===== src/ddr_mux_pkg.sv =====
// shared widths, command structs and arbiter states for the multi-port ddr access mux
package ddr_mux_pkg;

	////////////////////////////////////////////////////////////
	// widths and depths
	localparam int addr_width      = 32;
	localparam int data_width      = 32;
	localparam int num_ports       = 4;
	localparam int req_fifo_log2   = 4;
	localparam int ret_fifo_log2   = 6;

	// ready drops once a fifo holds this many entries
	localparam int req_ready_limit = 4;
	localparam int ret_ready_limit = 32;

	////////////////////////////////////////////////////////////
	// types
	typedef logic [addr_width-1:0] ddr_addr_t;
	typedef logic [data_width-1:0] ddr_data_t;
	// even ports write, odd ports read
	typedef logic [1:0]            port_num_t;
	typedef logic [num_ports-1:0]  port_mask_t;

	// queued write, addr sits in the upper half
	typedef struct packed {
		ddr_addr_t addr;
		ddr_data_t data;
	} wr_cmd_t;

	// single-beat command to the ddr controller
	typedef struct packed {
		ddr_addr_t address;
		ddr_data_t wdata;
		logic      write_req;
		logic      read_req;
	} ddr_cmd_t;

	// serve_n also remembers port n as last served
	typedef enum logic [2:0] {
		idle,
		serve_0,
		serve_1,
		serve_2,
		serve_3
	} arb_state_t;

endpackage

===== src/hw/port_arbiter.sv =====
// polling arbiter that picks a user port and drives the ddr command bus
`timescale 1ns/100ps

module port_arbiter
(
	input  logic                   rst,
	input  logic                   afi_phy_clk,
	input  logic                   local_init_done,
	input  logic                   local_ready,
	input  ddr_mux_pkg::wr_cmd_t   wr_head [ddr_mux_pkg::num_ports/2],
	input  ddr_mux_pkg::ddr_addr_t rd_head [ddr_mux_pkg::num_ports/2],
	input  ddr_mux_pkg::port_mask_t pending,
	output ddr_mux_pkg::port_mask_t pop,
	output logic                   tag_push,
	output ddr_mux_pkg::port_num_t tag_port,
	output ddr_mux_pkg::ddr_cmd_t  local_cmd
);

	ddr_mux_pkg::arb_state_t  state;
	ddr_mux_pkg::arb_state_t  next_state;
	ddr_mux_pkg::port_mask_t  last_mask;
	ddr_mux_pkg::port_mask_t  avail;
	ddr_mux_pkg::port_num_t   pick;
	ddr_mux_pkg::ddr_cmd_t    next_cmd;
	logic                     pick_valid;
	logic                     advance;

	////////////////////////////////////////////////////////////
	// port selection
	always_comb
	begin
		last_mask = '0;
		case (state)
			ddr_mux_pkg::serve_0: last_mask[0] = 1'b1;
			ddr_mux_pkg::serve_1: last_mask[1] = 1'b1;
			ddr_mux_pkg::serve_2: last_mask[2] = 1'b1;
			ddr_mux_pkg::serve_3: last_mask[3] = 1'b1;
			default:              last_mask = '0;
		endcase
	end

	assign avail = pending & ~last_mask;

	// lowest pending port wins, so scan from the top down
	always_comb
	begin
		pick = '0;
		for (int i = ddr_mux_pkg::num_ports - 1; i >= 0; i--)
		begin
			if (avail[i])
			begin
				pick = ddr_mux_pkg::port_num_t'(i);
			end
		end
	end

	assign pick_valid = local_ready && (|avail);

	// a held command only moves on once the controller takes it
	assign advance = (state == ddr_mux_pkg::idle) || local_ready;

	always_comb
	begin
		case (pick)
			2'd0:    next_state = ddr_mux_pkg::serve_0;
			2'd1:    next_state = ddr_mux_pkg::serve_1;
			2'd2:    next_state = ddr_mux_pkg::serve_2;
			default: next_state = ddr_mux_pkg::serve_3;
		endcase
	end

	// odd ports are reads and pick[1] selects the pair
	always_comb
	begin
		if (pick[0])
		begin
			next_cmd.address   = rd_head[pick[1]];
			next_cmd.wdata     = '0;
			next_cmd.write_req = 1'b0;
			next_cmd.read_req  = 1'b1;
		end
		else
		begin
			next_cmd.address   = wr_head[pick[1]].addr;
			next_cmd.wdata     = wr_head[pick[1]].data;
			next_cmd.write_req = 1'b1;
			next_cmd.read_req  = 1'b0;
		end
	end

	////////////////////////////////////////////////////////////
	// command register and pop strobes
	always_ff @(posedge afi_phy_clk)
	begin
		if (rst || !local_init_done)
		begin
			state               <= ddr_mux_pkg::idle;
			pop                 <= '0;
			tag_push            <= 1'b0;
			local_cmd.write_req <= 1'b0;
			local_cmd.read_req  <= 1'b0;
		end
		else
		begin
			// strobes last one cycle
			pop      <= '0;
			tag_push <= 1'b0;
			if (advance && pick_valid)
			begin
				state     <= next_state;
				local_cmd <= next_cmd;
				pop[pick] <= 1'b1;
				tag_push  <= pick[0];
				tag_port  <= pick;
			end
			else if (advance)
			begin
				state               <= ddr_mux_pkg::idle;
				local_cmd.write_req <= 1'b0;
				local_cmd.read_req  <= 1'b0;
			end
		end
	end

	// a command held by a low local_ready stays put and pops nothing
	a_cmd_held: assert property (@(posedge afi_phy_clk) disable iff (rst)
		(local_init_done && !local_ready && (local_cmd.write_req || local_cmd.read_req))
		|=> ($stable(local_cmd) && (pop == '0)))
		else $error("command changed or fifo popped while local_ready was low");

endmodule


===== config.mk =====
export PLATFORM = sky130hd
export DESIGN_NAME = port_arbiter
export DESIGN_NICKNAME = d
export VERILOG_FILES = /design/src/ddr_mux_pkg.sv /design/src/hw/port_arbiter.sv
export SDC_FILE = /design/constraint.sdc
export NUM_CORES = 1
export LEC_CHECK = 0
export BUFFER_PORTS_ARGS = -buffer_cell sky130_fd_sc_hd__buf_2
export CORE_AREA = 2 2 105 107
export DETAILED_ROUTE_END_ITERATION = 12
export DIE_AREA = 0 0 107 109
export PLACE_DENSITY = 0.83
export SLEW_MARGIN = 10
export SYNTH_ARGS = -nofsm -noshare
export SYNTH_HDL_FRONTEND = slang
export SYNTH_SLANG_ARGS = --single-unit

===== constraint.sdc =====
create_clock -name afi_phy_clk -period 4.3 [get_ports afi_phy_clk]
set_clock_uncertainty 0.1 [all_clocks]
set_input_delay 0.645 -clock afi_phy_clk [delete_from_list [all_inputs] [get_ports afi_phy_clk]]
set_output_delay 0.645 -clock afi_phy_clk [all_outputs]
set_load 0.01 [all_outputs]

* After elaboration in Yosys (flattened, before gate mapping)
Cells that the tools add are included.
** Storage, ports and cells
- Memory bits (writable) :: 0
- Output and inout port bits :: 73
- Memories :: 0
- Input port bits :: 200
- ROM bits :: 0
- Latch bits :: 0
- Register bits :: 76
- Logic and storage cells :: 56
** Cells by class
- Bitwise operators :: 5
- Multiplexer cells :: 22
- Add/sub/neg operators :: 0
- Shift-type cells :: 0
- Reduce and logical (&&, ||, !) cells :: 12
- Multiply operators :: 0
- Order comparisons :: 3
- Equal/unequal tests :: 6
- Div/mod/pow operators :: 0
** Operators by type and width (count)
- two-way mux 64 bit :: 3
- two-way mux 32 bit :: 3
- two-way mux 66 bit :: 1
- two-way mux 2 bit :: 6
- case mux 3 bit (3 select lines) :: 1
- == test 3 x 2 -> 1 bit (second input constant) :: 2
- two-way mux 3 bit :: 2
- two-way mux 1 bit :: 5
- bitwise AND 4 bit :: 1
- NOT 4 bit :: 1
- OR reduction 4 bit :: 1
- == test 3 x 1 -> 1 bit (second input constant) :: 1
- == test 3 bit (second input constant) :: 1
- logical AND 1 bit :: 3
- logical NOT 3 bit :: 1
- less-than comparator 2 x 3 -> 1 bit (second input constant) :: 1
- demux 1 bit (select 2 bit) :: 1
- == test 2 x 1 -> 1 bit (second input constant) :: 1
- == test 2 bit (second input constant) :: 1
- greater-or-equal comparator 2 x 1 -> 1 bit (second input constant) :: 1
- greater-or-equal comparator 2 bit (second input constant) :: 1
- logical NOT 2 bit :: 1
- logical OR 1 bit :: 2
- NOT 1 bit :: 2
- 5 further kinds :: 5

* Longest topological paths before layout
Gate-level depths: netlist (run 1).
- Word-level depth :: 14
- Depth in mapped cells :: 10
- Depth with buffers taken out :: 6

* Least setup slack after synthesis (run 1)
No wires, ideal clock.
- Path type :: in2reg
- Start :: in pending[2]
- End :: reg local_cmd[0] (netlist bit)
- Data required time :: 4.143 ns
- Library setup time :: 0.057 ns
- Stages :: 6
- Setup slack :: 0.731 ns
- Data arrival time :: 3.412 ns
- Path buffers :: 1
- Cell sequence :: nor4b_1 > nor3_1 > o211a_1 > clkbuf_1 > and2_1 > a21o_1
** Between the ends
- Longest elaborated chain between the ends :: 6
- Elaborated cells on any way between the ends :: 10
- Classes of those cells :: mux (5); bitwise (1); reduce/logical (4)
** Ends and longest elaborated chain
- start: declaration :: RTL line port_arbiter.sv:12 : input ddr_mux_pkg::port_mask_t pending,
- bitwise AND 4 bit * :: RTL line port_arbiter.sv:42 : assign avail = pending & ~last_mask;
- two-way mux 2 bit (3 in series) :: RTL line port_arbiter.sv:50 : if (avail[i])
- two-way mux 66 bit :: RTL line port_arbiter.sv:75 : if (pick[0])
- two-way mux 2 bit :: RTL line port_arbiter.sv:108 : if (advance && pick_valid)
- end signal: assignment :: RTL line port_arbiter.sv:111 : local_cmd <= next_cmd;
- end: declaration :: RTL line port_arbiter.sv:16 : output ddr_mux_pkg::ddr_cmd_t local_cmd
Every way passes the cells marked *; elsewhere a longest branch is shown, timed or not.
A chain may end at the register's enable or synchronous reset.

* Final worst setup path (run 1)
- Start :: reg state[1]
- End :: reg state[1]
** Between the ends
- Longest elaborated chain between the ends :: 11
- Elaborated cells on any way between the ends :: 25
- Classes of those cells :: eq/ne (6); mux (10); bitwise (2); reduce/logical (7)
** Ends and longest elaborated chain
- start: declaration :: RTL line port_arbiter.sv:19 : ddr_mux_pkg::arb_state_t state;
- start signal: assignment :: RTL line port_arbiter.sv:97 : state <= ddr_mux_pkg::idle;
- start signal: assignment :: RTL line port_arbiter.sv:110 : state <= next_state;
- start signal: assignment :: RTL line port_arbiter.sv:118 : state <= ddr_mux_pkg::idle;
- == test 3 bit :: RTL line port_arbiter.sv:33 : case (state)
- two-way mux 1 bit :: RTL line port_arbiter.sv:33
- NOT 4 bit :: RTL line port_arbiter.sv:42
- bitwise AND 4 bit :: RTL line port_arbiter.sv:42
- two-way mux 2 bit (4 in series) :: RTL line port_arbiter.sv:50
- == test 2 bit, or another cell as far along :: RTL line port_arbiter.sv:64 : case (pick)
- case mux 3 bit (3 select lines) :: RTL line port_arbiter.sv:64
- two-way mux 3 bit :: RTL line port_arbiter.sv:108
Several ways; a longest one is shown, not always the timed one.

==> impl_metrics.ini, run 1 <==
[run_status]
status = complete, no violations

[placement]
placed_cells = 786
place_area_um2 = 5403
place_congestion = 0.8413
io_buffer_count = 272
hpwl_um = 8635

[clock_tree]
cts_made_buffers = 9
cts_resized = 0
root_buffer = clkbuf_8
cts_setup_buffers = 0
cts_tree = done
ctsHoldBuffers = 0
cts_htree_levels = 3
cts_sinks = 76
clk_latency_ps = 350
clkSlewWorstSetupHoldPaths_ps = 80
clockBufferDepth = 2

[sta]
rsz0062_at_grt = no
setup-tns-final_ps = 0
post-route-min-period_ps = 2869
setup_viol = 0
maxSlewViolCount = 0
max_freq_mhz = 348.6
timing.hold.ws_ps = 357.8
hold_viol_final = 0
slew_headroom = 0.3158
fin_crit_sh = 0.6672
worst_pin_slew_ps = 1026

[drt]
via_count = 3960
drt_pre_antenna_iters = 4
drt-total-wl_um = 11960
wl_per_cell_um = 14.85
via_per_inst = 4.919
drc = 0
drtAntennaViolNets = 0
drtIter0Drc = 352

[synthesis]
synth_nets = 611
syn_inst = 406
seq_area_frac_synth = 0.5399
async_flop_share = 0
synth_most_common_cell = nand2_1
postSynthAreaPerCell_um2 = 9.954
synthTopCellsByCount = nand2_1, a21oi_1, edfxtp_1
synth.area.top_cells = edfxtp_1, a21oi_1, nand2_1, a22oi_2, dfxtp_1
ys.flop_type = edfxtp_1
synth_seq_cells = 76
synth_warnings = 0
synth_area_leader_cell = edfxtp_1
synth.top_cell.area_share = 0.4904
synth_cell_types = 31
netlist_area_um2 = 4041
synth_edf_count = 66

[finish]
fillers = 1005
area_growth_syn_to_layout_pct = 39.54
drive_above_1_share = 0.4879
nets = 862
final_area_um2 = 5639
final_cells = 805
finish.utilization = 0.5319

[critical_path]
crit_path_max_incr_delay_ps = 620
worstSetupPathType = flop to flop
cp.arrival_ps = 3020
cp-start-kind = flop
worstRegToRegCells = 6
crit_buf_inv = 1
worstPathMaxFanout = 70
cp.required_ps = 4450
critPathCaptureType = flop
crit_slowest_cell = buf_4
cp_top_family = simple AND/OR/NAND/NOR gates
cp.depth = 6
path_cells = nor4b_1 > nor3_1 > and2_4 > buf_4 > ha_1 > a22o_1

[min_path]
min_path_cells = 1
hold_path.class = flop to flop

[grt]
grt_usage = 0.1953
gr-total-overflow = 0
grt_pass1_wl_um = 17610
grt_pass1_vias = 3678
antenna_found_initial = 2
grt_start_max_net_pins = 99

[pwr]
leakagePower_uw = 0.002628
vdd_drop_max_mv = 0.1419
power.density_nw_per_um2 = 332.1

[flow_run]
drv_cap = 0

[floorplan]
die_w_um = 107
std_cell_rows = 38
io-pin-count = 273
start_util = 0.3812
fp.dieH_um = 109
coreArea_um2 = 10600
die-area_um2 = 11660
worst paths after layout:
| kind | from | endpoint | slack [ps] |
|---|---|---|---|
| hold reg to reg | local_cmd[0] | local_cmd[0] | 360 |
| hold / removal | local_cmd[0] | local_cmd[0] | 360 |
| setup reg to reg | state[1] | state[1] | 1430 |
| setup / recovery | state[1] | state[1] | 1430 |
cells in the final DEF, fill, tap and decap left out, drive strengths merged, types with 3 or more instances in the layout:
| cell | instances |
|---|---|
| edfxtp | 66 |
| nand2 | 128 |
| ha | 5 |
| dfxtp | 10 |
| a22oi | 32 |
| nor4b | 3 |
| clkbuf | 12 |
| buf | 274 |
| diode | 3 |
| a21oi | 96 |
| inv | 6 |
| and2 | 6 |
| a22o | 4 |
registers in the layout, summed over array words and instances, names as in the netlist:
register   count
local_cmd     66
pop            4
state          3
tag_port       2
tag_push       1
per-stage QoR:
| stage | setup WS (ps) | total power (uW) |
|---|---|---|
| after detailed placement | 1135 | 1272 |
| final | 1431 | 1873 |
| after global routing | 1251 | 1961 |
| after floorplan | 731.2 | 1127 |
| after global placement | 1275 | 1262 |
| after CTS | 1464 | 1889 |
final cells by class:
| type | instances | area [um2] | share of cell area |
|---|---|---|---|
| Sequential cell | 76 | 2182 | 0.3870 |
| Clock inverter | 4 | 51.30 | 0.009097 |
| Timing Repair Buffer | 274 | 1389 | 0.2463 |
| Clock buffer | 12 | 177.7 | 0.03151 |
| Multi-Input combinational cell | 291 | 1635 | 0.2900 |
| Inverter | 5 | 21.27 | 0.003772 |
| Tap cell | 140 | 175.2 | 0.03106 |
| Antenna cell | 3 | 7.507 | 0.001331 |
routing by layer:
layer  wire (um)  share of wire  track usage  up-vias
met4         305          0.026      0.08998        0
met1        4680           0.39       0.2320     1786
met2        5924           0.50       0.3367      198
met3        1045          0.087      0.04603       23
li1            -              -            -     1953
met5           0              0            0        -
kinds of logic after synthesis:
logic type                 after synthesis  share of synthesized area
and+or+nand+nor                        146                     0.1477
AOI/OAI and AO/OA                      140                     0.2390
DFF                                     76                     0.5399
buffers and inverters                   39                    0.05790
adders and majority gates                5                    0.01548
where the power goes:
group          leakage (uW)  internal, uW  switching [uW]  total (uW)
sequential         0.000692           848            8.56         856
combinational       0.00182           177             219         396
clock              0.000113           340             280         621
(Power assumes the default switching activity.)
==> run 2, diff against run 1 <==
- ABC_AREA: unset -> 1
- CORE_AREA: 2 2 105 107 -> unset
- CORE_UTILIZATION: unset -> 40
- DIE_AREA: 0 0 107 109 -> unset
- PLACE_DENSITY: 0.83 -> 0.86
- clock period: 4.3 -> 2.33 ns (I/O delays scaled with it)
==> run 2 against run 1 <==
Net effect:
- clock-buffer cell count down 3
- largest power group unchanged
- largest cell class unchanged
- sequential share of layout area down 4.3 points
- cell count up 26%
- sequential power up 83%
- flip-flop and latch count unchanged
- non-clock buffer count up 7
- core utilization up 4.3 points
==> impl_metrics.ini, run 2 <==
[placement]
place_congestion = 0.7770
hpwl_um = 9183
io_buffer_count = 272

[sta]
setup-tns-final_ps = 0
post-route-min-period_ps = 2083
hold_viol_final = 0
fin_crit_sh = 0.8940
max_freq_mhz = 480.1
worst_pin_slew_ps = 615.2
setup_viol = 0
maxSlewViolCount = 0
slew_headroom = 0.5893
rsz0062_at_grt = no

[critical_path]
rr_endpoint = state[1]
crit_buf_inv = 1
cp-start-kind = flop
crit_path_frequent_cell = nand2_1
cp.arrival_ps = 2200
worstSetupPathType = flop to flop
path_cells = nor2_1 > nand2_1 > nand2_1 > nand2_2 > nand3_4 > inv_2 > ha_1 > nand2_1 > o21ai_0
worstRegToRegCells = 9
worstPathMaxFanout = 36
cp.required_ps = 2440
crit_slowest_cell = inv_2
crit_path_max_incr_delay_ps = 480
r2r_start = state[1]
cp_top_family = simple AND/OR/NAND/NOR gates
rrSetupSlack_ps = 250
critPathCaptureType = flop

[synthesis]
synth.area.top_cells = edfxtp_1, nand3_1, inv_1, nand2_1, nor2_1
seq_area_frac_synth = 0.4756
synth_edf_count = 66
ys.flop_type = edfxtp_1
synth_nets = 822
synth_seq_cells = 76
synth.top_cell.area_share = 0.4320
synth_most_common_cell = inv_1
syn_inst = 617
netlist_area_um2 = 4588
synth_area_leader_cell = edfxtp_1
synthTopCellsByCount = inv_1, nand3_1, nand2_1
synth_warnings = 0
async_flop_share = 0
synth_cell_types = 19
postSynthAreaPerCell_um2 = 7.436

[floorplan]
die_w_um = 109.1
coreArea_um2 = 11030
fp.dieH_um = 109.1
std_cell_rows = 38
start_util = 0.4159
die-area_um2 = 11900
io-pin-count = 273

[clock_tree]
cts_htree_levels = 3
clkSlewWorstSetupHoldPaths_ps = 70
root_buffer = clkbuf_16
cts_sinks = 76
ctsHoldBuffers = 0
cts_setup_buffers = 0
cts_made_buffers = 9
clockBufferDepth = 2
cts_resized = 0
cts_tree = done
clk_latency_ps = 330

[finish]
final_cell_mix = buf_2, inv_1, nand3_1
largest-register = local_cmd
area_growth_syn_to_layout_pct = 38.12
diodes = 0
drive_above_1_share = 0.3497
largest_reg_flops = 66
layout_commonest_cell = buf_2
fillers = 1033
nets = 1078
reg.largest.list = local_cmd (66), pop (4), state (3)

[grt]
grt_usage = 0.2103
gr-total-overflow = 0
grt_pass1_vias = 4200
grt_pass1_wl_um = 19490
antenna_found_initial = 0
grt_start_max_net_pins = 72

[drt]
drtAntennaViolNets = 0
drt_pre_antenna_iters = 5
wl_per_cell_um = 12.41
drc = 0
via_per_inst = 4.664
drtIter0Drc = 296
via_count = 4748
drt-total-wl_um = 12630

[flow_run]
drv_cap = 0

[pwr]
leakagePower_uw = 0.003528
vdd_drop_max_mv = 0.3075
finalPower_uw = 3675
power.density_nw_per_um2 = 579.9

[run_status]
status = complete, no violations

[min_path]
hp-start = wr_head[68]
hold_path.class = input pin to flop
min_path_cells = 3
hold_end = local_cmd[6]
==> run 2: changes by cell type in the layout (fill, tap and decap cells not counted), moves of 19 or more <==
| cell | previous run | this run |
|---|---|---|
| inv_1 | 3 | 141 |
| nand3_1 | 0 | 132 |
| a21oi_1 | 96 | 0 |
| nor2_1 | 2 | 71 |
| a22oi_2 | 29 | 0 |
| o21ai_0 | 1 | 25 |
| nand2_1 | 128 | 109 |
==> run 2: cell families (layout without fill, tap and decap cells) <==
group | count (synthesis) | after routing | share of synthesized area
AO/OA/AOI/OAI | 38 | 38 | 0.04391
adder cells (fa/ha/maj) | 5 | 5 | 0.01364
buffers and inverters | 180 | 441 | 0.1647
flip-flops | 76 | 76 | 0.4756
AND/OR/NAND/NOR | 318 | 318 | 0.3022
==> run 2: worst max-delay path by stage <==
| stage | to | slack (ps) | from | cells past startpoint |
|---|---|---|---|---|
| after detailed placement | state[1] | 280 | state[1] | 9 |
| after floorplan | pop[0] | 30 | state[0] | 8 |
| after global placement | state[1] | 350 | state[0] | 9 |
| final | state[1] | 250 | state[1] | 9 |
| after global routing | state[1] | 130 | state[1] | 9 |
| after CTS | state[1] | 240 | state[1] | 9 |
==> run 2: per-stage QoR <==
step	instances	setup slack, ps	hold WS, ps	util	cell area (um2)
2_1_floorplan	617	28.54	384.7	-	4593
3_3_place_gp	1002	351.4	374.7	0.5482	6047
3_5_place_dp	1002	284.1	366.4	0.5482	6047
4_1_cts	1018	244.3	207.4	0.5745	6337
5_1_grt	1018	126.9	222.8	0.5745	6337
6_report	1018	246.9	220.7	0.5745	6337
==> run 2: worst min-delay path, delay by kind of cell <==
family                 cells  cell delay (ps)
and+or+nand+nor            2              110
buffers and inverters      1               70
==> run 2: cell type report <==
cell class / count / area, um2 / share of cell area
timing repair buffer: 281 / 1491 / 0.2353
multi-input combinational: 361 / 1658 / 0.2616
tap: 140 / 175.2 / 0.02764
clock inverter: 7 / 65.06 / 0.01027
clock buffer: 9 / 225.2 / 0.03554
inverter: 144 / 540.5 / 0.08529
sequential: 76 / 2182 / 0.3443
==> run 2: per-layer routing <==
metal	vias to the layer above	share of wire	GRT usage
met5	-	0	0
met4	0	0.016	0.07239
met3	18	0.067	0.03825
met2	204	0.52	0.3832
met1	2094	0.40	0.2453
li1	2432	-	-
==> run 2: report_power, final <==
| part | switching, uW | total [uW] | internal [uW] |
|---|---|---|---|
| combinational | 424 | 737 | 313 |
| clock | 614 | 1360 | 750 |
| sequential | 13.2 | 1570 | 1560 |
| total | 1050 | 3680 | 2620 |
